==> src/verilog/soc_cfg_pkg.sv <==
// soc configuration: address map, memory sizes, bus widths and id code
`default_nettype none

package soc_cfg_pkg;

  // bus widths
  localparam int unsigned AddrWidth       = 32;
  localparam int unsigned DataWidth       = 128;
  localparam int unsigned StrbWidth       = DataWidth / 8;
  localparam int unsigned PeriphDataWidth = 32;

  // transaction ids, host side and internal slots
  localparam int unsigned HostIdWidth = 4;
  localparam int unsigned SlotIdWidth = 2;
  localparam int unsigned NumSlots    = 4;

  // address map
  localparam logic [AddrWidth-1:0] L2BaseAddr     = 32'h1C00_0000;
  localparam int unsigned          L2NumBytes     = 4096;
  localparam logic [AddrWidth-1:0] PeriphBaseAddr = 32'h1A10_0000;
  localparam int unsigned          PeriphNumBytes = 32768;

  // peripheral register file
  localparam int unsigned          NumScratch   = 8;
  localparam logic [AddrWidth-1:0] IdCodeOffset = 32'h20;
  localparam logic [31:0]          IdCode       = 32'h249511C3;

endpackage

`default_nettype wire

==> src/verilog/soc_bus_pkg.sv <==
// soc bus payloads: request and response structs for host, internal and peripheral links
`default_nettype none

package soc_bus_pkg;

  // host port, full width, 4-bit transaction id
  typedef struct packed {
    logic                                  write;
    logic [soc_cfg_pkg::AddrWidth-1:0]     addr;
    logic [soc_cfg_pkg::DataWidth-1:0]     wdata;
    logic [soc_cfg_pkg::StrbWidth-1:0]     strb;
    logic [soc_cfg_pkg::HostIdWidth-1:0]   id;
  } host_req_t;

  typedef struct packed {
    logic [soc_cfg_pkg::DataWidth-1:0]     rdata;
    logic                                  err;
    logic [soc_cfg_pkg::HostIdWidth-1:0]   id;
  } host_rsp_t;

  // internal links carry the remapped slot instead of the host id
  typedef struct packed {
    logic                                  write;
    logic [soc_cfg_pkg::AddrWidth-1:0]     addr;
    logic [soc_cfg_pkg::DataWidth-1:0]     wdata;
    logic [soc_cfg_pkg::StrbWidth-1:0]     strb;
    logic [soc_cfg_pkg::SlotIdWidth-1:0]   slot;
  } int_req_t;

  typedef struct packed {
    logic [soc_cfg_pkg::DataWidth-1:0]     rdata;
    logic                                  err;
    logic [soc_cfg_pkg::SlotIdWidth-1:0]   slot;
  } int_rsp_t;

  // narrow peripheral link, no id
  typedef struct packed {
    logic                                      write;
    logic [soc_cfg_pkg::AddrWidth-1:0]         addr;
    logic [soc_cfg_pkg::PeriphDataWidth-1:0]   wdata;
    logic [soc_cfg_pkg::PeriphDataWidth/8-1:0] strb;
  } periph_req_t;

  typedef struct packed {
    logic [soc_cfg_pkg::PeriphDataWidth-1:0] rdata;
  } periph_rsp_t;

endpackage

`default_nettype wire

==> src/verilog/soc_id_remap.sv <==
// id remapper: narrows host ids to internal slots and restores them on responses
`default_nettype none

module soc_id_remap (
  input  wire logic                   clk_i,
  input  wire logic                   arst_n_i,
  input  soc_bus_pkg::host_req_t      slv_req_i,
  input  wire logic                   slv_req_valid_i,
  output logic                        slv_req_ready_o,
  output soc_bus_pkg::host_rsp_t      slv_rsp_o,
  output logic                        slv_rsp_valid_o,
  input  wire logic                   slv_rsp_ready_i,
  output soc_bus_pkg::int_req_t       mst_req_o,
  output logic                        mst_req_valid_o,
  input  wire logic                   mst_req_ready_i,
  input  soc_bus_pkg::int_rsp_t       mst_rsp_i,
  input  wire logic                   mst_rsp_valid_i,
  output logic                        mst_rsp_ready_o
);

  logic [soc_cfg_pkg::NumSlots-1:0]    busy_q;
  logic [soc_cfg_pkg::HostIdWidth-1:0] host_id_q [soc_cfg_pkg::NumSlots];
  logic [soc_cfg_pkg::SlotIdWidth-1:0] free_idx;
  logic                                any_free;
  logic                                req_xfer;
  logic                                rsp_xfer;

  // lowest free slot wins
  always_comb begin
    any_free = 1'b0;
    free_idx = '0;
    for (int i = soc_cfg_pkg::NumSlots - 1; i >= 0; i--) begin
      if (!busy_q[i]) begin
        any_free = 1'b1;
        free_idx = i[soc_cfg_pkg::SlotIdWidth-1:0];
      end
    end
  end

  assign mst_req_valid_o = slv_req_valid_i & any_free;
  assign slv_req_ready_o = mst_req_ready_i & any_free;
  assign req_xfer        = slv_req_valid_i & slv_req_ready_o;

  always_comb begin
    mst_req_o.write = slv_req_i.write;
    mst_req_o.addr  = slv_req_i.addr;
    mst_req_o.wdata = slv_req_i.wdata;
    mst_req_o.strb  = slv_req_i.strb;
    mst_req_o.slot  = free_idx;
  end

  // response path, host id comes back from the table
  assign slv_rsp_valid_o = mst_rsp_valid_i;
  assign mst_rsp_ready_o = slv_rsp_ready_i;
  assign rsp_xfer        = mst_rsp_valid_i & slv_rsp_ready_i;

  always_comb begin
    slv_rsp_o.rdata = mst_rsp_i.rdata;
    slv_rsp_o.err   = mst_rsp_i.err;
    slv_rsp_o.id    = host_id_q[mst_rsp_i.slot];
  end

  always_ff @(posedge clk_i or negedge arst_n_i) begin
    if (!arst_n_i) begin
      busy_q <= '0;
    end else begin
      // a freed slot is busy, so it never collides with the allocated one
      if (rsp_xfer) busy_q[mst_rsp_i.slot] <= 1'b0;
      if (req_xfer) busy_q[free_idx] <= 1'b1;
    end
  end

  always_ff @(posedge clk_i) begin
    if (req_xfer) host_id_q[free_idx] <= slv_req_i.id;
  end

  // every response must belong to an allocated slot
  assert property (@(posedge clk_i) disable iff (!arst_n_i)
    mst_rsp_valid_i |-> busy_q[mst_rsp_i.slot]);

endmodule

`default_nettype wire

==> config.mk <==
export PLATFORM = sky130hd
export DESIGN_NAME = soc_id_remap
export DESIGN_NICKNAME = d
export VERILOG_FILES = /design/src/verilog/soc_cfg_pkg.sv /design/src/verilog/soc_bus_pkg.sv /design/src/verilog/soc_id_remap.sv
export SDC_FILE = /design/constraint.sdc
export NUM_CORES = 1
export LEC_CHECK = 0
export BUFFER_PORTS_ARGS = -buffer_cell sky130_fd_sc_hd__buf_4
export CORE_AREA = 2 2 248 250
export CTS_CLUSTER_SIZE = 25
export DETAILED_ROUTE_END_ITERATION = 8
export DIE_AREA = 0 0 250 252
export PLACE_DENSITY = 0.3
export SLEW_MARGIN = 20
export SYNTH_ARGS = -nofsm -noshare
export SYNTH_HDL_FRONTEND = slang
export SYNTH_SLANG_ARGS = --single-unit
==> constraint.sdc <==
create_clock -name clk_i -period 1.5 [get_ports clk_i]
set_input_delay 0.3 -clock clk_i [delete_from_list [all_inputs] [get_ports clk_i]]
set_output_delay 0.3 -clock clk_i [all_outputs]
set_load 0.005 [all_outputs]
* Word level (Yosys, flattened, before mapping)
Memories as Yosys holds them, arrays and structs flattened.
Cells that the tools add are included.
** Word-level totals
- Output and inout port bits :: 316
- Memories kept :: 1
- Logic and storage cells :: 31
- Register bits :: 4
- Bits in writable memories :: 16
- Input bits :: 318
** Cells by class
- Muxes and demuxes :: 16
- Magnitude comparators :: 4
- Reduce and logical (&&, ||, !) cells :: 2
- Bitwise operators :: 7
** Memory list
- host_id_q :: depth 4, width 4, rd ports 1, clocked after memory_dff 0, wr ports 1, RTL line soc_id_remap.sv:22 : logic [soc_cfg_pkg::HostIdWidth-1:0] host_id_q [soc_cfg_pkg::NumSlots];
** Operators with widths (number)
- two-way mux 1 bit :: 8
- two-way mux 2 bit :: 4
- two-way mux 4 bit :: 2
- less-than comparator 2 x 3 -> 1 bit, second input constant :: 2
- bitwise AND 1 bit :: 4
- bitwise AND 4 bit :: 1
- demux 1 bit (select 2 bit) :: 2
- >= comparator 2 x 1 -> 1 bit, second input constant :: 2
- inverter 4 bit :: 1
- OR 4 bit :: 1
- logical AND 1 bit :: 2

* Logic depth before layout (Yosys ltp)
- Word-level depth :: 10
- Depth in mapped cells :: 3
- Gate-level depth less buffers :: 2

* Worst setup path after synthesis
OpenSTA, ideal clock, no wires.
- Path kind :: in2out
- From :: in mst_rsp_i[0] (netlist name)
- To :: out slv_rsp_o[0] (netlist name)
- Setup slack :: 0.294 ns
- Buffers on the path :: 1
- Stages on the path :: 2
- Data arrival time :: 0.906 ns
- Required time :: 1.200 ns
- Cell sequence :: buf_6 -> mux4_2
** RTL lines
- start: declaration :: RTL line soc_id_remap.sv:16 : input soc_bus_pkg::int_rsp_t mst_rsp_i,
- end: declaration :: RTL line soc_id_remap.sv:10 : output soc_bus_pkg::host_rsp_t slv_rsp_o,

==> impl_results.md <==
* Status: complete, but fails checks
* Violated checks: setup timing
* Ys flop type: edfxtp_1
* Final worst-path cycle share at 104%
* Pre-CTS setup slack at 0.0270 ns
* Finished Layout Cells at 860
* Worst-Skew Late Latency at 0.25 ns
* Dpl cells at roughly 850
* Clock sinks at 20
* Final Max Tran Viols at 0
* Mux share of post-synthesis cell area at under 10%
* Largest net degree at the start of global routing at 13
* Largest family of logic cells by synthesized area: buffers and inverters
* Starting DRC count in detailed routing at 62
* Worst Path Max Fanout at 1
* Setup CP Type: flop to output port
* Multi-input gate area at about 250 µm²
* Clock transition at path regs at around 0.060 ns
* Post-Synthesis Cells at 357
* XOR/XNOR share of the synthesized area at 0%
* Peak VDD IR at roughly 0.32 mV
* Reg area at a little under 600 µm²
* Simple-Gate Fraction of Synth Area at roughly 3.2%
* Pleak at between 0.4 and 0.5 nW
* Register area share after synthesis at 18.4%
* Crit path from: host_id_q[3][1]
* Compound-Gate Fraction of Synth Area at less than 1%
* Worst path slowest cell: mux4_2
* TritonCTS Buffers at 3
* Routed Antenna Nets at 0
* Tmin final at 1.56 ns
* Slew at the pin closest to its max-slew limit at 0.184 ns
* CTS H-Tree Depth at 1
* I/O Buffers at 21
* # diodes at 0
* Min-delay src: slv_req_i[0]
* Initial antenna violation count at 1
* Worst setup margin at -0.0594 ns
* CP arrival at roughly 1.3 ns
* Post-DP Area at 1990 µm²
* Routed vias at 1089
* DR pass1 iterations at 2
* Post-synth EDFFs at 16
* Setup TNS at -0.202 ns
* Rel. slew slack at approximately 90%
* GP Congestion at roughly 0.59
* Routed len/inst at approximately 12 µm
* CP Launch Type: flop
* CTS max path bufs at 2
* Initial Util at under 10%
* Final nets at a little under 400
* Synth top area share at between 70% and 80%
* Post-Syn Nets at just under 700
* Core area at between 60000 and 70000 µm²
* Synth async-reset ratio at roughly a fifth
* Most common cell in the netlist: buf_4
* Row count at 90
* I/O pin count at roughly 630
* CTS tree: yes
* Share of cells above drive strength 1 at a little over half
* Worst Skew at about 0.0035 ns
* Area leader, netlist: buf_4
* Grt ovf at 0
* Design area at around 2100 µm²
* Total power at approximately 1.7 mW
* First-pass GRT wire length at ~12000 µm
* Worst Path Required at 1.20 ns
* Crit-path max cell delay at roughly 0.49 ns
* CP Capture Type: output port
* P&R area growth vs syn at -32.3%
* Die area at approximately 63000 µm²
* Family with the most delay on the worst path: multiplexers
* Clk root buf: clkbuf_16
* Final WL at between 10000 and 15000 µm
* Yosys reg bits at 20
* Chip height at ~250 µm
* Vias per Instance at around 1.3
* Synth area leaders: buf_4 (73%), edfxtp_1 (15%), dfrtp_1 (3.2%)
* Average size of a mapped cell at 8.82 µm²
* Filler instances at just over 7000
* Total track usage at under 10%
* Cells along the critical path: mux4_2 > buf_6
* Commonest cells in the netlist: buf_4 (308), edfxtp_1 (16), dfrtp_1 (4), mux4_2 (4), nor2_1 (4)
* Netlist Area Pre-Place at ~3200 µm²
* DRC violations left at 0
* Hold Vio Cnt, Final at 0
* RSZ-0062 raised after global routing: yes
* Yosys warns at 0
* Die Wd at ~250 µm
* Max Freq at approximately 640 MHz
* # Max-Cap Violations at 0
* Pwr Density at ~810 nW/µm²
* Synth cell types at 18
* Buf/Inv on CP at 1
* Synth Area in Adders at 0%
* R2R Path Start: busy_q[1]
* Vias in the first global route at 1266
* Worst hold path class: input port to flop
* Endpoints failing setup at 4
cells in the final DEF, fill, tap and decap left out, types with 2 or more instances in the layout:
cell type	n
nand2_1	2
clkbuf_16	3
nor2_1	4
buf_6	4
and4b_2	2
nand4_1	3
edfxtp_1	16
and2_1	2
a21oi_1	3
mux2i_1	2
dfrtp_2	3
buf_4	22
mux4_2	4
routing by layer:
layer / vias to the layer above / share of wire (%) / track usage, %
met5: - / 0 / 0
met4: 0 / 19 / 5.56
met3: 170 / 33 / 4.54
met2: 308 / 30 / 2.71
met1: 360 / 18 / 1.54
li1: 251 / - / -
cells by family (layout without fill, tap and decap cells):
group           count (synthesis)  count (layout)
compound gates                  5               5
buf+inv                       310              31
flops                          20              20
mux                             6               6
simple gates                   16              16
power by group:
group	internal (mW)	switching (mW)	leakage, nW	total [mW]
logic	0.158	0.122	0.228	0.280
clock network	0.530	0.220	0.0511	0.750
registers	0.652	0.0422	0.186	0.694
total	1.34	0.384	0.465	1.72
timing repair:
item,4_1_cts,5_1_grt
setup buffers,0,1
endpoints found under the setup margin,5,7
hold buffers,1,0
endpoints found under the hold margin,4,0
gates resized for setup,5,4
pin swaps,0,0
state kept, by name (all words and copies together), names as in the netlist:
name       cells
host_id_q     16
busy_q         4
final timing paths:
kind	end	slack [ns]	cells past startpoint
worst max-delay path	slv_rsp_o[1]	-0.06	2
worst min-delay path	host_id_q[2][0]	0.25	1
worst max register to register	host_id_q[3][1]	0.29	3
worst min register to register	busy_q[0]	0.52	1
max in group asynchronous	busy_q[2]	1.00	2
min in group asynchronous	busy_q[0]	0.39	2
final cells by class:
| type | instances | share of cell area [%] |
|---|---|---|
| tap | 782 | 45.9 |
| sequential | 20 | 27.4 |
| multi-input combinational | 27 | 11.5 |
| timing repair buffer | 27 | 10.3 |
| clock buffer | 3 | 3.52 |
| clock inverter | 1 | 1.41 |
metrics by stage:
| stage | utilization, % | hold slack (ns) |
|---|---|---|
| final | 3.55 | 0.250 |
| after global routing | 3.55 | 0.246 |
| after CTS | 3.52 | 0.246 |
| after detailed placement | 3.31 | 0.106 |
| after global placement | 3.31 | 0.107 |
| after floorplan | - | 0.00441 |
No activity file was read; power rests on OpenSTA's default activity.
