<file path="config.mk">
export PLATFORM = sky130hd
export DESIGN_NAME = soc_periph_dwc
export DESIGN_NICKNAME = d
export VERILOG_FILES = /design/src/verilog/soc_cfg_pkg.sv /design/src/verilog/soc_bus_pkg.sv /design/src/verilog/soc_periph_dwc.sv
export SDC_FILE = /design/constraint.sdc
export NUM_CORES = 1
export LEC_CHECK = 0
export BUFFER_PORTS_ARGS = -buffer_cell sky130_fd_sc_hd__buf_2
export CAP_MARGIN = 20
export CORE_AREA = 2 2 163 165
export DETAILED_ROUTE_END_ITERATION = 10
export DIE_AREA = 0 0 165 167
export MAX_ROUTING_LAYER = met4
export PLACE_DENSITY_LB_ADDON = 0.12
export SYNTH_ARGS = -nofsm -noshare
export SYNTH_HDL_FRONTEND = slang
export SYNTH_SLANG_ARGS = --single-unit
</file>
<file path="constraint.sdc">
create_clock -name clk_i -period 4.5 [get_ports clk_i]
set_input_delay 0.225 -clock clk_i [delete_from_list [all_inputs] [get_ports clk_i]]
set_output_delay 0.225 -clock clk_i [all_outputs]
set_load 0.02 [all_outputs]
</file>
<file path="src/verilog/soc_cfg_pkg.sv">
// soc configuration: address map, memory sizes, bus widths and id code
`default_nettype none

package soc_cfg_pkg;

  // bus widths
  localparam int unsigned AddrWidth       = 32;
  localparam int unsigned DataWidth       = 128;
  localparam int unsigned StrbWidth       = DataWidth / 8;
  localparam int unsigned PeriphDataWidth = 32;

  // transaction ids, host side and internal slots
  localparam int unsigned HostIdWidth = 4;
  localparam int unsigned SlotIdWidth = 2;
  localparam int unsigned NumSlots    = 4;

  // address map
  localparam logic [AddrWidth-1:0] L2BaseAddr     = 32'h1C00_0000;
  localparam int unsigned          L2NumBytes     = 4096;
  localparam logic [AddrWidth-1:0] PeriphBaseAddr = 32'h1A10_0000;
  localparam int unsigned          PeriphNumBytes = 32768;

  // peripheral register file
  localparam int unsigned          NumScratch   = 8;
  localparam logic [AddrWidth-1:0] IdCodeOffset = 32'h20;
  localparam logic [31:0]          IdCode       = 32'h249511C3;

endpackage

`default_nettype wire

</file>
<file path="src/verilog/soc_bus_pkg.sv">
// soc bus payloads: request and response structs for host, internal and peripheral links
`default_nettype none

package soc_bus_pkg;

  // host port, full width, 4-bit transaction id
  typedef struct packed {
    logic                                  write;
    logic [soc_cfg_pkg::AddrWidth-1:0]     addr;
    logic [soc_cfg_pkg::DataWidth-1:0]     wdata;
    logic [soc_cfg_pkg::StrbWidth-1:0]     strb;
    logic [soc_cfg_pkg::HostIdWidth-1:0]   id;
  } host_req_t;

  typedef struct packed {
    logic [soc_cfg_pkg::DataWidth-1:0]     rdata;
    logic                                  err;
    logic [soc_cfg_pkg::HostIdWidth-1:0]   id;
  } host_rsp_t;

  // internal links carry the remapped slot instead of the host id
  typedef struct packed {
    logic                                  write;
    logic [soc_cfg_pkg::AddrWidth-1:0]     addr;
    logic [soc_cfg_pkg::DataWidth-1:0]     wdata;
    logic [soc_cfg_pkg::StrbWidth-1:0]     strb;
    logic [soc_cfg_pkg::SlotIdWidth-1:0]   slot;
  } int_req_t;

  typedef struct packed {
    logic [soc_cfg_pkg::DataWidth-1:0]     rdata;
    logic                                  err;
    logic [soc_cfg_pkg::SlotIdWidth-1:0]   slot;
  } int_rsp_t;

  // narrow peripheral link, no id
  typedef struct packed {
    logic                                      write;
    logic [soc_cfg_pkg::AddrWidth-1:0]         addr;
    logic [soc_cfg_pkg::PeriphDataWidth-1:0]   wdata;
    logic [soc_cfg_pkg::PeriphDataWidth/8-1:0] strb;
  } periph_req_t;

  typedef struct packed {
    logic [soc_cfg_pkg::PeriphDataWidth-1:0] rdata;
  } periph_rsp_t;

endpackage

`default_nettype wire

</file>
<file path="src/verilog/soc_periph_dwc.sv">
// peripheral width converter: 128-bit requests to one 32-bit lane and back
`default_nettype none

module soc_periph_dwc (
  input  wire logic                   clk_i,
  input  soc_bus_pkg::int_req_t       slv_req_i,
  input  wire logic                   slv_req_valid_i,
  output logic                        slv_req_ready_o,
  output soc_bus_pkg::int_rsp_t       slv_rsp_o,
  output logic                        slv_rsp_valid_o,
  input  wire logic                   slv_rsp_ready_i,
  output soc_bus_pkg::periph_req_t    mst_req_o,
  output logic                        mst_req_valid_o,
  input  wire logic                   mst_req_ready_i,
  input  soc_bus_pkg::periph_rsp_t    mst_rsp_i,
  input  wire logic                   mst_rsp_valid_i,
  output logic                        mst_rsp_ready_o
);

  logic [1:0]                          lane;
  logic [1:0]                          lane_q;
  logic [soc_cfg_pkg::SlotIdWidth-1:0] slot_q;

  assign lane = slv_req_i.addr[3:2];

  assign mst_req_valid_o = slv_req_valid_i;
  assign slv_req_ready_o = mst_req_ready_i;
  assign slv_rsp_valid_o = mst_rsp_valid_i;
  assign mst_rsp_ready_o = slv_rsp_ready_i;

  always_comb begin
    mst_req_o.write = slv_req_i.write;
    mst_req_o.addr  = slv_req_i.addr;
    mst_req_o.wdata = slv_req_i.wdata[lane*32 +: 32];
    mst_req_o.strb  = slv_req_i.strb[lane*4 +: 4];
  end

  // widen into the stored lane, other lanes zero
  always_comb begin
    slv_rsp_o.rdata                 = '0;
    slv_rsp_o.rdata[lane_q*32 +: 32] = mst_rsp_i.rdata;
    slv_rsp_o.err                   = 1'b0;
    slv_rsp_o.slot                  = slot_q;
  end

  // one response in flight at most, new request lands as the old one leaves
  always_ff @(posedge clk_i) begin
    if (slv_req_valid_i && mst_req_ready_i) begin
      lane_q <= lane;
      slot_q <= slv_req_i.slot;
    end
  end

endmodule

`default_nettype wire

</file>
# Word-level counts from Yosys, hierarchy flattened

Index checks and enable logic that the tools add are counted.

Output and inout bits: 204
Word-level logic and storage cells: 9
Bits of input ports: 216
Register bits: 4

Bitwise gates (word level): 1
Reduce and logical (&&, ||, !) cells: 1
Add/subtract/negate cells: 1
Shift operators: 4

Operators by type and width:

| kind                      | number |
|---|---|
| $and 128x128->128         | 1 |
| $shift 32x34->128 const A | 1 |
| $shiftx 128x8->32         | 1 |
| $shiftx 32x34->128        | 1 |
| $neg 7->34                | 1 |
| $shiftx 16x5->4           | 1 |
| $logic_and 1x1->1         | 1 |

# Depth between registers and ports, before layout

Gate-level depths: netlist of the first run.

Depth after elaboration: 3
Gate-level depth with buffers: 5
Gate-level depth less buffers: 4

# Worst setup path before layout of the first run

OpenSTA, ideal clock, no wires.

Kind: reg-to-output
Start: register lane_q[0]
End: output slv_rsp_o[10] (netlist bit)
Cell stages (with the launch flop): 6
Required time: 4,275 ps
Slack: 2,663 ps
Path buffers: 1
Arrival: 1,612 ps
Cells stage by stage: edfxtp_1 > inv_1 > ha_1 > and4bb_2 > clkbuf_2 > and2_1

RTL lines:

| item                   | RTL line             | text |
|---|---|---|
| from (decl)            | soc_periph_dwc.sv:21 | `logic [1:0] lane_q;` |
| from (signal assigned) | soc_periph_dwc.sv:49 | `lane_q <= lane;` |
| to (decl)              | soc_periph_dwc.sv:9  | `output soc_bus_pkg::int_rsp_t slv_rsp_o,` |

==> results of run 1 <==
[path summary, 6_finish.rpt]
| kind | endpoint | slack, ps | cells past startpoint |
|---|---|---|---|
| worst max-delay path | slv_rsp_o[36] | 1880 | 5 |
| worst min-delay path | slot_q[0] | 180 | 1 |
[sequential cells by signal, indices dropped and copies added (netlist names)]
signal  flops
lane_q      2
slot_q      2
[power by group through the flow]
stage          sequential, mW  clock, mW  combinational [mW]
3_3_place_gp           0.0466          0               0.344
5_1_grt                0.0467      0.148               0.363
4_1_cts                0.0462      0.147               0.344
6_report               0.0462      0.140               0.335
3_5_place_dp           0.0467          0               0.342
2_1_floorplan          0.0480          0               0.227
[layer usage]
metal | wire [um] | vias up | part of all wire [%]
met5 | 0 | - | 0
met4 | 51 | 0 | 0.39
met3 | 1180 | 6 | 9.1
met2 | 7090 | 234 | 55
met1 | 4610 | 1385 | 36
li1 | - | 1394 | -
[worst max-delay path, stage by stage, from the launching register on]
cell and delay, ps:
edfxtp_1 480, inv_1 130, ha_1 380, and4b_1 780, and2_1 230, buf_2 160
[synthesized netlist by cell type]
cell type and count:
nor2_1 2, clkbuf_1 6, mux4_2 30, inv_1 2
nand2_1 1, conb_1 1, mux4_1 6, buf_4 38
nand4b_1 1, nand3b_1 1, and4b_1 1, edfxtp_1 4
clkbuf_2 7, nor3b_1 1, buf_6 1, and2_1 126
ha_1 5, and4bb_2 3, buf_2 3, buf_12 3
[area by class of cell]
cell class	count	area, um^2	area share (%)
clock buffers	3	75.1	1.80
inverters	2	7.51	0.180
multi-input cells	178	1770	42.5
flip-flops and latches	4	120	2.89
well taps	335	419	10.1
repair buffers	353	1770	42.5
[cell families after synthesis]
family | Yosys count | share of synthesized area [%]
buffers and inverters | 60 | 18.8
multiplexers | 36 | 35.8
adder cells (fa/ha/maj) | 5 | 2.69
other | 1 | 0.161
flip-flops | 4 | 5.16
AND/OR/NAND/NOR | 136 | 37.4
[per-stage QoR]
step | total power, mW | utilization (%)
3_5_place_dp | 0.389 | 15.9
3_3_place_gp | 0.390 | 15.9
5_1_grt | 0.557 | 16.2
4_1_cts | 0.537 | 16.2
2_1_floorplan | 0.275 | -
6_report | 0.521 | 16.2
==> run metrics, run 1 <==
Core Rows 59; area grow syn2layout 78.8%; layout cells sized above 1 72.0%; Routed WL per cell 14.8 um; Period minus WS final 2620 ps; synth top area cells and2_1 34%, mux4_2 29%, buf_4 12%; full die area 27,600 um^2; post-detail-place hpwl 11.5 mm; met3 global-route usage 2.04%; Syn Std Cell Area 2330 um^2; fill cell count 2,937; Seq/Total Area, Yosys 5.16%; syn_area_per_cell 9.62 um^2; Slew headroom 39.6%; cts bufs inserted 3; Vert. Die Dim 167 um; global-route wire length before repair 18.2 mm; outcome finished, final reports clean; Syn Nets 463; most frequent cells in the layout 352 x buf_2, 126 x and2_1, 30 x mux4_2; max_cap viols 0; peak supply drop 59.2 uV; Final Cycle Share 58.3%; critical path endpoint category primary output; Initial Util 9.03%; cts hold-fix bufs 0; H-tree levels 1; met1 GRT Util 8.77%; Final setup viols 0; I/O Buffers 352; Setup crit start lane_q[0]; f_max 381 MHz; GRT Overall Usage 8.88%; CP required 4280 ps; gate count of the mapped netlist 242; Hold Slack 177 ps; cell taking the most area after synthesis and2_1; Setup Buffers After CTS 0; Max Slew Vio Count 0; mean number of vias per cell 3.45; clk slew on worst S/H paths 30 ps; Setup crit start kind flip-flop; pwr dens 125 nW/um^2; die width 165 um; register share of total power 8.9%; CTS resizes 0; Combinational Power Share 64.2%; placed cell area 4090 um^2; setup tns final 0 ps; nets@finish 763; total placed cells including tap cells 872; RSZ-0062 raised after global routing no; Worst EP arrival 2400 ps; worst-path maximum fanout 31; WL final 12.9 mm; worst hold start slv_req_i[0]; Finished Layout Cells 875; commonest non-fill, non-tap cell in the layout buf_2; CTS Root Cell clkbuf_16; largest net degree at the start of global routing 39; antenna violations before repair 0; via count 3,019; hold crit path type in2reg; post-route ant nets 0; worst slack, placed 2080 ps; Hold Vio Cnt, Final 0; Leakage Power 2.38 nW; DRC 0; fin area 4160 um^2; drt pass-1 iters 4; met2 Use GR 17.8%; Switching Share 39.6%; cell-internal power 315 uW; Synth Warn # 0; Top Ports 420; crit path setup slack, layout 1880 ps; NetSw 206 uW; vias in the first global route 3,066; n_diodes 0; Synth cell types 20; CTS tree done; Final Wtd Congestion 0.788; critical path class reg2out; Yosys top cell area share 33.9%; CORE AREA 25,800 um^2; First DRT Iteration DRCs 56; Seq cells post-synth 4; busiest layer in global routing met2; grt total ovfl 0; CTS max path bufs 2; clk sink count 4; Clk pwr share 26.9%; Slew @ Worst Pin 907 ps
Power figures use the tool's default switching activity.
==> inputs of run 2 (changes only) <==
--- a/config.mk
+++ b/config.mk
@@ -7,9 +7,9 @@
 export LEC_CHECK = 0
 export BUFFER_PORTS_ARGS = -buffer_cell sky130_fd_sc_hd__buf_2
 export CAP_MARGIN = 20
-export CORE_AREA = 2 2 163 165
+export CORE_AREA = 2 2 162 164
 export DETAILED_ROUTE_END_ITERATION = 10
-export DIE_AREA = 0 0 165 167
+export DIE_AREA = 0 0 164 166
 export MAX_ROUTING_LAYER = met4
 export PLACE_DENSITY_LB_ADDON = 0.12
 export SYNTH_ARGS = -nofsm -noshare
==> constraint.sdc (replaced) <==
create_clock -name clk_i -period 2.6 [get_ports clk_i]
set_input_delay 0.13 -clock clk_i [delete_from_list [all_inputs] [get_ports clk_i]]
set_output_delay 0.13 -clock clk_i [all_outputs]
set_load 0.02 [all_outputs]
==> run metrics, run 2 (synthesis gave the netlist of run 1 again) <==
Routed WL per cell 13.6 um; setup tns final 0 ps; cts hold-fix bufs 0; cts bufs inserted 3; commonest non-fill, non-tap cell in the layout buf_2; critical path class reg2out; met3 WL 1.31 mm; CTS Root Cell clkbuf_16; GRT Overall Usage 8.23%; vias in the first global route 3,088; met2 WL 6.44 mm; H-tree levels 1; drt pass-1 iters 3; post-detail-place hpwl 10.5 mm; register area 120 um^2; n_diodes 0; grt total ovfl 0; post-route ant nets 0; DRC 0; CTS max path bufs 2; Initial Util 9.09%; Worst EP arrival 2240 ps; Highest Signal Layer met4; Final Cycle Share 91.2%; Hold Slack 94.3 ps; clk slew on worst S/H paths 30 ps; worst-path maximum fanout 32; Final setup viols 0; Final Power 893 uW; Setup crit start kind flip-flop; Vert. Die Dim 166 um; fill cell count 2,937; f_max 422 MHz; mean number of vias per cell 3.45; max_cap viols 0; antenna violations before repair 0; global-route wire length before repair 17.1 mm; Setup Buffers After CTS 0; CTS tree done; pwr dens 212 nW/um^2; Period minus WS final 2370 ps; critical path endpoint category primary output; M1 WL 4.17 mm; Max Slew Vio Count 0; multi-input combinational cell area 1780 um^2; CTS resizes 0; Largest regs lane_q (2), slot_q (2); First DRT Iteration DRCs 44; I/O Buffers 352; total placed cells including tap cells 877; via count 3,039; nets@finish 768; Final Wtd Congestion 0.787; CP required 2470 ps; full die area 27,200 um^2; layout cells sized above 1 72.3%; outcome finished, final reports clean; hold crit path type in2reg; Finished Layout Cells 880; Hold Vio Cnt, Final 0; Leakage Power 2.40 nW; most frequent cells in the layout 352 x buf_2, 126 x and2_1, 30 x mux4_2; final core occ 16.4%; die width 164 um; Core Rows 59; RSZ-0062 raised after global routing no; clk sink count 4; CORE AREA 25,600 um^2; peak supply drop 133 uV; area grow syn2layout 80.8%; WL final 12.0 mm; Top Ports 420; largest net degree at the start of global routing 33
[run 2: cell types whose count changed in the layout (fill, tap and decap cells not counted), sizes merged]
cell / previous run / this run
buf: 353 / 358
[run 2: final timing paths]
kind | from | to | slack [ps] | cells after the start
worst max-delay path | lane_q[0] | slv_rsp_o[4] | 230 | 6
worst min-delay path | slv_req_i[1] | slot_q[1] | 90 | 1
[run 2: metal layers]
metal,up-vias,GRT usage [%]
met5,-,-
met4,0,0.877
met3,4,2.55
met2,238,16.1
met1,1389,8.09
li1,1408,-
[run 2: power by group]
group	internal [mW]	switching [mW]
sequential	0.0765	0.00384
clock	0.196	0.0412
combinational	0.276	0.299
[run 2: worst max-delay path, stage by stage (launching register included)]
cell      delay, ps
edfxtp_1        510
inv_1           140
ha_1            380
and4bb_2        320
buf_4           300
and2_1          180
buf_2           160
[run 2: through the flow]
stage	instance area [um^2]	worst slack, ps
after floorplan	2330	858
after global placement	4120	422
after detailed placement	4120	326
after CTS	4200	80.1
after global routing	4210	55.7
final	4210	230
[run 2: cell type report]
type	instances	area share [%]
multi-input combinational	178	42.3
timing repair buffer	358	43.0
sequential	4	2.86
tap	335	9.96
inverter	2	0.178
clock buffer	3	1.78
