<file path="src/verilog/soc_cfg_pkg.sv">
// soc configuration: address map, memory sizes, bus widths and id code
`default_nettype none

package soc_cfg_pkg;

  // bus widths
  localparam int unsigned AddrWidth       = 32;
  localparam int unsigned DataWidth       = 128;
  localparam int unsigned StrbWidth       = DataWidth / 8;
  localparam int unsigned PeriphDataWidth = 32;

  // transaction ids, host side and internal slots
  localparam int unsigned HostIdWidth = 4;
  localparam int unsigned SlotIdWidth = 2;
  localparam int unsigned NumSlots    = 4;

  // address map
  localparam logic [AddrWidth-1:0] L2BaseAddr     = 32'h1C00_0000;
  localparam int unsigned          L2NumBytes     = 4096;
  localparam logic [AddrWidth-1:0] PeriphBaseAddr = 32'h1A10_0000;
  localparam int unsigned          PeriphNumBytes = 32768;

  // peripheral register file
  localparam int unsigned          NumScratch   = 8;
  localparam logic [AddrWidth-1:0] IdCodeOffset = 32'h20;
  localparam logic [31:0]          IdCode       = 32'h249511C3;

endpackage

`default_nettype wire

</file>
<file path="src/verilog/soc_bus_pkg.sv">
// soc bus payloads: request and response structs for host, internal and peripheral links
`default_nettype none

package soc_bus_pkg;

  // host port, full width, 4-bit transaction id
  typedef struct packed {
    logic                                  write;
    logic [soc_cfg_pkg::AddrWidth-1:0]     addr;
    logic [soc_cfg_pkg::DataWidth-1:0]     wdata;
    logic [soc_cfg_pkg::StrbWidth-1:0]     strb;
    logic [soc_cfg_pkg::HostIdWidth-1:0]   id;
  } host_req_t;

  typedef struct packed {
    logic [soc_cfg_pkg::DataWidth-1:0]     rdata;
    logic                                  err;
    logic [soc_cfg_pkg::HostIdWidth-1:0]   id;
  } host_rsp_t;

  // internal links carry the remapped slot instead of the host id
  typedef struct packed {
    logic                                  write;
    logic [soc_cfg_pkg::AddrWidth-1:0]     addr;
    logic [soc_cfg_pkg::DataWidth-1:0]     wdata;
    logic [soc_cfg_pkg::StrbWidth-1:0]     strb;
    logic [soc_cfg_pkg::SlotIdWidth-1:0]   slot;
  } int_req_t;

  typedef struct packed {
    logic [soc_cfg_pkg::DataWidth-1:0]     rdata;
    logic                                  err;
    logic [soc_cfg_pkg::SlotIdWidth-1:0]   slot;
  } int_rsp_t;

  // narrow peripheral link, no id
  typedef struct packed {
    logic                                      write;
    logic [soc_cfg_pkg::AddrWidth-1:0]         addr;
    logic [soc_cfg_pkg::PeriphDataWidth-1:0]   wdata;
    logic [soc_cfg_pkg::PeriphDataWidth/8-1:0] strb;
  } periph_req_t;

  typedef struct packed {
    logic [soc_cfg_pkg::PeriphDataWidth-1:0] rdata;
  } periph_rsp_t;

endpackage

`default_nettype wire

</file>
<file path="src/verilog/soc_periph.sv">
// soc peripherals: eight scratch registers and a read-only id code register
`default_nettype none

module soc_periph (
  input  wire logic                   clk_i,
  input  wire logic                   arst_n_i,
  input  soc_bus_pkg::periph_req_t    req_i,
  input  wire logic                   req_valid_i,
  output logic                        req_ready_o,
  output soc_bus_pkg::periph_rsp_t    rsp_o,
  output logic                        rsp_valid_o,
  input  wire logic                   rsp_ready_i
);

  logic [soc_cfg_pkg::PeriphDataWidth-1:0] scratch_q [soc_cfg_pkg::NumScratch];
  logic [soc_cfg_pkg::AddrWidth-1:0]       offset;
  logic [2:0]                              reg_idx;
  logic                                    scratch_hit;
  logic                                    idcode_hit;
  logic                                    req_xfer;

  assign offset      = req_i.addr - soc_cfg_pkg::PeriphBaseAddr;
  assign reg_idx     = offset[4:2];
  assign scratch_hit = offset < soc_cfg_pkg::NumScratch * 4;
  assign idcode_hit  = {offset[31:2], 2'b00} == soc_cfg_pkg::IdCodeOffset;

  assign req_ready_o = !rsp_valid_o || rsp_ready_i;
  assign req_xfer    = req_valid_i && req_ready_o;

  always_ff @(posedge clk_i or negedge arst_n_i) begin
    if (!arst_n_i) begin
      rsp_valid_o <= 1'b0;
      for (int i = 0; i < soc_cfg_pkg::NumScratch; i++) scratch_q[i] <= '0;
    end else begin
      if (req_xfer) begin
        rsp_valid_o <= 1'b1;
      end else if (rsp_ready_i) begin
        rsp_valid_o <= 1'b0;
      end
      // only scratch registers take writes
      if (req_xfer && req_i.write && scratch_hit) begin
        for (int b = 0; b < 4; b++) begin
          if (req_i.strb[b]) scratch_q[reg_idx][b*8 +: 8] <= req_i.wdata[b*8 +: 8];
        end
      end
    end
  end

  always_ff @(posedge clk_i) begin
    if (req_xfer) begin
      if (req_i.write) begin
        rsp_o.rdata <= '0;
      end else if (scratch_hit) begin
        rsp_o.rdata <= scratch_q[reg_idx];
      end else if (idcode_hit) begin
        rsp_o.rdata <= soc_cfg_pkg::IdCode;
      end else begin
        rsp_o.rdata <= '0;
      end
    end
  end

endmodule

`default_nettype wire

</file>
<file path="config.mk">
export PLATFORM = sky130hd
export DESIGN_NAME = soc_periph
export DESIGN_NICKNAME = d
export VERILOG_FILES = /design/src/verilog/soc_cfg_pkg.sv /design/src/verilog/soc_bus_pkg.sv /design/src/verilog/soc_periph.sv
export SDC_FILE = /design/constraint.sdc
export NUM_CORES = 1
export LEC_CHECK = 0
export BUFFER_PORTS_ARGS = -buffer_cell sky130_fd_sc_hd__buf_2
export CAP_MARGIN = 20
export CORE_ASPECT_RATIO = 0.75
export CORE_MARGIN = 3
export CORE_UTILIZATION = 35
export CTS_CLUSTER_SIZE = 40
export DETAILED_ROUTE_END_ITERATION = 8
export HOLD_SLACK_MARGIN = 0.03
export MAX_ROUTING_LAYER = met4
export PLACE_DENSITY = 0.6
export RECOVER_POWER = 100
export SYNTH_ARGS = -nofsm -noshare
export SYNTH_HDL_FRONTEND = slang
export SYNTH_SLANG_ARGS = --single-unit
</file>
<file path="constraint.sdc">
create_clock -name clk_i -period 3.2 [get_ports clk_i]
set_input_delay 0.32 -clock clk_i [delete_from_list [all_inputs] [get_ports clk_i]]
set_output_delay 0.32 -clock clk_i [all_outputs]
set_load 0.05 [all_outputs]
</file>
* Yosys cells after proc, flatten, opt, wreduce, memory -nomap -nowiden
Index checks and enable logic that the tools add are counted.
** Storage, ports and cells
- Bits in registers :: 289
- Input bits :: 73
- Output and inout bits :: 34
** Operators by class
- Mux-type cells :: 26
- Magnitude comparators :: 3
- Bitwise operators :: 1
- Add/subtract/negate cells :: 1
- Reductions and logical operators :: 7
- Equality and inequality tests :: 1
** Operators with widths (count)
- 2-to-1 mux 256 bit :: 7
- bitwise mux 256 bit :: 4
- demux 32 bit (select 3 bit) :: 4
- 2-to-1 mux 32 bit :: 4
- binary-select mux 32 bit (select 3 bit) :: 1
- less-than comparator 32 x 6 -> 1 bit (second input constant) :: 1
- subtractor 32 x 29 -> 32 bit (second input constant) :: 1
- == test 30 x 4 -> 1 bit (second input constant) :: 1
- 2-to-1 mux 30 bit :: 1
- 2-to-1 mux 24 bit :: 1
- 2-to-1 mux 16 bit :: 1
- 2-to-1 mux 8 bit :: 1
- >= comparator 4 bit (second input constant) :: 1
- logical AND 1 bit :: 4
- less-than comparator 4 x 1 -> 1 bit (second input constant) :: 1
- NOT 3 -> 4 bit :: 1
- 2-to-1 mux 1 bit :: 2
- nonzero test 2 bit :: 1
- logical NOT 1 bit :: 1
- logical OR 1 bit :: 1

* Depth between registers and ports, before layout
Gate-level depths: netlist (run 1).
- Depth after elaboration :: 17
- Gate-level depth with buffers :: 7

* Worst setup path before layout (run 1)
OpenSTA, ideal clock, no wires.
- Kind :: reg-to-reg
- Start point :: reg rsp_valid_o
- End point :: reg rsp_o[0] (netlist bit), enable pin
- Slack :: 0.226 ns
- Stages on the path, launching flop included :: 6
- Data arrival time :: 2.582 ns
- Buffers on the path :: 3
- Cell sequence :: dfrtp_1 > nand2b_1 > buf_2 > buf_2 > buf_1 > and2_1
** Between the ends
- Longest elaborated chain between the ends :: 3
** RTL lines
- start, declared :: RTL line soc_periph.sv:11 : output logic rsp_valid_o,
- start signal, assigned :: RTL line soc_periph.sv:32 : rsp_valid_o <= 1'b0;
- start signal, assigned :: RTL line soc_periph.sv:36 : rsp_valid_o <= 1'b1;
- start signal, assigned :: RTL line soc_periph.sv:38 : rsp_valid_o <= 1'b0;
- logical NOT 1 bit :: RTL line soc_periph.sv:27 : assign req_ready_o = !rsp_valid_o || rsp_ready_i;
- logical OR 1 bit :: RTL line soc_periph.sv:27
- via req_ready_o :: RTL line soc_periph.sv:9 : output logic req_ready_o,
- logical AND 1 bit :: RTL line soc_periph.sv:28 : assign req_xfer = req_valid_i && req_ready_o;
- via req_xfer :: RTL line soc_periph.sv:20 : logic req_xfer;
- end, declared :: RTL line soc_periph.sv:10 : output soc_bus_pkg::periph_rsp_t rsp_o,
The timed path passes the listed nets, and every way through them passes these cells.
A chain may end at the register's enable or synchronous reset.

* Final worst setup path (run 1)
- Start point :: reg rsp_valid_o
- End point :: reg scratch_q[78] (netlist bit)
** Between the ends
- Longest elaborated chain between the ends :: 5
** RTL lines
- logical NOT 1 bit :: RTL line soc_periph.sv:27
- logical OR 1 bit :: RTL line soc_periph.sv:27
- logical AND 1 bit :: RTL line soc_periph.sv:28
- logical AND 1 bit (2 in a row) :: RTL line soc_periph.sv:41 : if (req_xfer && req_i.write && scratch_hit) begin
- end signal, assigned by index :: RTL line soc_periph.sv:43 : if (req_i.strb[b]) scratch_q[reg_idx][b*8 +: 8] <= req_i.wdata[b*8 +: 8];
- end, declared :: RTL line soc_periph.sv:15 : logic [soc_cfg_pkg::PeriphDataWidth-1:0] scratch_q [soc_cfg_pkg::NumScratch];
No other way between the ends.

==> qor.yml, run 1 <==
finalSetupViolations: 0
layout_commonest_cell: "dfrtp_1"
fin_tns_setup_ns: 0
finalHoldViolations: 0
ys.flop_type: "dfrtp_1"
port_buffers: 104
synth_edf_count: 32
post_cts_buffers: 0
ioPinCount: 107
clock_path_buffers: 3
cts_root_buffer: "clkbuf_16"
drt_iter0_drc: 737
syn-num-nets: 995
post-route-period-util_pct: 83.4
worst_ep_required_time_ns: 3.63
gr-total-overflow: 0
cp_cell_sequence: "nand2b_1 -> buf_4 -> nand4_1 -> nor4_2 -> mux2_2"
grt_pass1_vias: 8834
dp_cells: 1501
period_minus_slack_ns: 2.67
cp.arrival_ns: 3.10
htreeDepth: 1
cts_resized: 0
cts_buffers: 29
coreArea_sq_um: 37300
clock-sinks: 289
syn_to_final_growth_pct: 14.9
holdBufCountCts: 1
grtUsageTotal_pct: 17.8
worstHoldPathType: "in -> reg"
criticalPathCategory: "reg -> reg"
startpoint_type: "flop"
syn_area_sq_um: 13300
yosys_warnings: 0
post-route-util_pct: 41.0
vias: 8747
vias_per_cell: 5.62
synth_cells: 922
dieArea_sq_um: 40400
slew_viol_final: 116
rsz0062_at_grt: "false"
rows: 61
path_max_fanout: 35
avgRoutedWirePerCell_um: 22.8
max_freq_mhz: 375
dp_hpwl_um: 21800
p_per_area_nw_per_um2: 500
stdcell_count: 1557
cts_tree: "built"
antenna_left: 0
gp_congestion: 0.752
violations: "capacitance limit, slew limit"
grt_pass1_wl_um: 54400
synth.distinct_cells: 35
cp-end-kind: "flop"
relSlewSlack_pct: -4.61
slowest_stage: "nor4_2"
routed_wl_um: 35600
design_area_sq_um: 15300
nets: 1102
skew_ns: 0.00885
synth_seq_cells: 289
status: "finished, violations left"
grt_max_degree: 116
vdd_drop_max_v: 0.000245
synth-async-reset-ratio_pct: 88.9
layout_common_cells: "dfrtp_1 (257), mux2_2 (255), a22oi_1 (80)"
reg2reg_depth: 5
dpl_cell_area_sq_um: 14600
drc: 0
initial_core_util_pct: 35.7
dr.pass1.iters: 4
ys_seq_area_share_pct: 55.5
worst_pin_slew_ns: 1.57
antenna_found_initial: 3
maxCapViolations: 1
slowest_delay_ns: 1.11
power_leakage_nw: 6.81
insertion_delay_ns: 0.55
whs_path_depth: 2
path_clk_slew_ns: 0.07
dieHeight_um: 175
drive_gt1_share_pct: 41.7
die_w_um: 231
synth_area_per_cell_sq_um: 14.4
-- logic make-up after synthesis --
kind of cell | Yosys count | synth area share [%]
AO/OA/AOI/OAI | 157 | 8.84
buffers and inverters | 73 | 2.80
AND/OR/NAND/NOR | 147 | 11.2
flip-flops | 289 | 55.5
multiplexers | 256 | 21.6
-- cell usage after synthesis, types with 3 or more instances --
master | count | share of area, %
a22oi_1 | 80 | 4.5
or4_1 | 7 | 0.39
nor4_4 | 24 | 3.8
a31oi_1 | 21 | 0.99
a22o_1 | 20 | 1.3
clkbuf_1 | 51 | 1.4
and4b_1 | 19 | 1.4
and3_1 | 5 | 0.23
edfxtp_1 | 32 | 7.2
buf_6 | 8 | 0.68
or4_4 | 3 | 0.25
mux2_2 | 256 | 22
dfrtp_1 | 257 | 48
and3b_1 | 3 | 0.20
nor4b_1 | 7 | 0.46
nor4_1 | 3 | 0.14
a2111oi_0 | 4 | 0.26
buf_2 | 7 | 0.26
buf_1 | 3 | 0.085
nand4_1 | 34 | 1.6
and4_1 | 12 | 0.79
nor3b_1 | 3 | 0.17
o21ai_0 | 12 | 0.45
nor4bb_1 | 15 | 1.1
a221oi_1 | 20 | 1.3
-- area by class of cell --
| cell class | count | area [sq um] |
|---|---|---|
| fillers | 3489 | 22000 |
| flip-flops and latches | 289 | 7390 |
| multi-input cells | 560 | 5430 |
| clock buffers | 43 | 880 |
| repair buffers | 149 | 858 |
| well taps | 504 | 631 |
| clock inverters | 10 | 106 |
| diodes | 2 | 5.00 |
-- report_power, final --
part | total [mW] | switching (mW) | internal (mW)
registers | 3.73 | 0.00494 | 3.73
clock network | 3.48 | 1.42 | 2.06
logic | 0.436 | 0.342 | 0.0936
total | 7.65 | 1.77 | 5.88
-- flip-flops by register name, indices dropped and copies added (netlist names) --
| name | cells |
|---|---|
| scratch_q | 256 |
| rsp_o | 32 |
| rsp_valid_o | 1 |
-- path summary, 6_finish.rpt --
kind,start,endpoint,slack (ns)
setup / recovery,rsp_valid_o$_DFFE_PN0P_,scratch_q[78]$_DFFE_PN0P_,0.53
hold / removal,req_i[20],scratch_q[80]$_DFFE_PN0P_,0.1
setup reg to reg,rsp_valid_o$_DFFE_PN0P_,scratch_q[78]$_DFFE_PN0P_,0.53
hold reg to reg,scratch_q[253]$_DFFE_PN0P_,scratch_q[253]$_DFFE_PN0P_,0.50
max in group asynchronous,arst_n_i,scratch_q[214]$_DFFE_PN0P_,1.04
min in group asynchronous,arst_n_i,scratch_q[100]$_DFFE_PN0P_,0.24
-- critical path: cells and delay by family, from the launching register on --
family | cells | cell delay [ns]
and+or+nand+nor | 3 | 1.35
DFF | 1 | 0.37
muxes | 1 | 0.43
buffers and inverters | 1 | 0.36
-- metrics by stage --
step                power, mW  setup WS, ns  hold WS, ns
finish                   7.65         0.530       0.0986
CTS                      7.76         0.894       0.0733
detailed placement       4.25         0.481        0.242
floorplan                3.99         0.226       0.0244
global route             7.93         0.416       0.0924
global placement         4.25         0.537        0.240
-- routing by layer --
metal | vias up | global-route usage [%] | routed length, um
met4 | 0 | 2.84 | 530
met3 | 52 | 3.21 | 1840
met2 | 202 | 26.6 | 16000
met1 | 4618 | 25.9 | 17100
met5 | - | - | 0
li1 | 3875 | - | -
No activity file was read; power rests on OpenSTA's default activity.
==> inputs of run 2 (changes only) <==
- PLACE_DENSITY: 0.6 -> 0.62
- clock period: 3.2 -> 2.35 ns (I/O delays scaled with it)
==> qor.yml, run 2 (same netlist as run 1, synthesis figures left out) <==
status: "finished clean"
critPathCapture: "req_ready_o"
p_per_area_nw_per_um2: 672  # +34%
wl_met3_um: 1730  # -6.1%
maxCapViolations: 0  # -1
vias: 9058  # +3.6%
post_cts_buffers: 0  # unchanged
grt_pass1_wl_um: 56500  # +3.9%
antenna_left: 0  # unchanged
antenna_found_initial: 2  # -1
clock-sinks: 289  # unchanged
cts_buffers: 29  # unchanged
fin_tns_setup_ns: 0  # unchanged
layout_common_cells: "dfrtp_1 (257), mux2_2 (256), a22oi_1 (80)"
port_buffers: 104  # unchanged
startpoint_type: "flop"
cts_tree: "built"
dieArea_sq_um: 40400  # unchanged
initial_core_util_pct: 35.7  # unchanged
syn_to_final_growth_pct: 21.3
worstHoldPathType: "in -> reg"
vias_per_cell: 5.52  # -1.7%
largest_reg_flops: 256  # unchanged
path_clk_slew_ns: 0.06  # about the same
worst-path-stages: 3  # -2
slowest_delay_ns: 0.53  # -0.58 ns
cts_resized: 0  # unchanged
worst_ep_required_time_ns: 2.12  # -1.51 ns
rows: 61  # unchanged
cp-startpoint: "rsp_valid_o$_DFFE_PN0P_"
cp_cell_sequence: "nand2b_1 -> buf_12 -> clkbuf_1"
period_minus_slack_ns: 2.12
layout_commonest_cell: "dfrtp_1"
cts_root_buffer: "clkbuf_16"
cp.arrival_ns: 1.89  # -1.21 ns
grt_max_degree: 81  # -30%
top_register: "scratch_q"
top_regs: "scratch_q (256), rsp_o (32), rsp_valid_o (1)"
cp-end-kind: "primary output"
wl_met2_um: 16200  # +0.71%
htreeDepth: 1  # unchanged
criticalPathCategory: "reg -> out"
dp_hpwl_um: 23600  # +8.1%
wl_met1_um: 17900  # +4.4%
routed_wl_um: 36300  # +2.0%
gr-total-overflow: 0  # unchanged
gp_congestion: 0.769  # +2.2%
drt_iter0_drc: 779  # +5.7%
dr.pass1.iters: 5  # +1
grtUsageTotal_pct: 18.4  # +0.57 points
grt_pass1_vias: 9259  # +4.8%
max_freq_mhz: 471
post-route-util_pct: 43.3  # +2.3 points
post-route-period-util_pct: 90.3
power_leakage_nw: 7.22  # +6.0%
reg2reg_depth: 6  # +1
relSlewSlack_pct: 21.3  # +26 points
dieHeight_um: 175  # unchanged
skew_ns: 0.00759  # -0.00125 ns
nets: 1187  # +7.7%
insertion_delay_ns: 0.55  # about the same
drive_gt1_share_pct: 40.8  # -0.83 points
avgRoutedWirePerCell_um: 22.1  # -3.2%
finalSetupViolations: 0  # unchanged
finalHoldViolations: 0  # unchanged
path_max_fanout: 35  # unchanged
die_w_um: 231  # unchanged
clock_path_buffers: 3  # unchanged
maxUsedRoutingLayer: "met4"
vdd_drop_max_v: 0.000511  # +110%
drc: 0  # unchanged
r2r_setup_slack_ns: 0.25  # -0.28 ns
holdBufCountCts: 33  # +32
r2r-end: "scratch_q[83]$_DFFE_PN0P_"
rsz0062_at_grt: "false"
ioPinCount: 107  # unchanged
coreArea_sq_um: 37300  # unchanged
critPathTopFamily: "buffers and inverters"
r2r_start: "rsp_valid_o$_DFFE_PN0P_"
slew_viol_final: 0  # -100%
slowest_stage: "clkbuf_1"
worst_pin_slew_ns: 1.18  # -0.388 ns
fill_cells: 3470  # -0.54%
crit_buf_inv: 2  # +1
run 2: cell count changes in the layout (fill, tap and decap cells not counted), sizes merged:
cell	delta
clkinv	-1
clkinvlp	+3
buf	+34
clkbuf	+13
diode	-1
bufinv	+3
inv	+1
dlygate4sd3	+32
run 2: cell type report:
class / instances / area (sq um) / area share [%]
sequential: 289 / 7390 / 45.8
timing repair buffer: 234 / 1820 / 11.2
tap: 504 / 631 / 3.90
multi-input combinational: 560 / 5250 / 32.5
antenna: 1 / 2.50 / 0.0155
clock inverter: 16 / 223 / 1.38
clock buffer: 37 / 838 / 5.19
run 2: tightest hold or removal path, delay by kind of cell:
kind,cells,cell delay [ns]
simple gates,2,0.22
buf+inv,2,0.31
run 2: power breakdown:
group / leakage [nW] / switching [mW] / internal [mW]
logic: 2.80 / 0.474 / 0.192
registers: 3.91 / 0.00750 / 5.07
clock network: 0.516 / 2.03 / 3.08
run 2: worst min-delay path by stage:
stage | start | slack [ns] | cells after the start | end
after global placement | arst_n_i | 0.29 | 1 | scratch_q[36]$_DFFE_PN0P_
final | rsp_ready_i | 0.27 | 4 | rsp_valid_o$_DFFE_PN0P_
after floorplan | arst_n_i | -0.06 | 0 | rsp_valid_o$_DFFE_PN0P_
after detailed placement | arst_n_i | 0.29 | 1 | scratch_q[36]$_DFFE_PN0P_
after CTS | rsp_ready_i | 0.23 | 4 | rsp_valid_o$_DFFE_PN0P_
after global routing | rsp_ready_i | 0.28 | 4 | rsp_valid_o$_DFFE_PN0P_
run 2: routing by layer:
metal  GRT usage [%]  vias to the layer above
met5               -                        -
met4            2.81                        0
met3            2.61                       48
met2            27.6                      217
met1            27.1                     4752
li1                -                     4041
run 2: per-stage QoR:
stage               power, mW  hold slack, ns  instance area (sq um)  setup slack, ns  std cells
CTS                      11.0           0.231                  16700            0.369       1640
global route             11.2           0.281                  16200            0.157       1641
global placement         5.83           0.286                  15300           0.0673       1554
detailed placement       5.83           0.290                  15300           0.0451       1554
finish                   10.9           0.266                  16200            0.228       1641
floorplan                5.43         -0.0606                  13300          0.00364        922
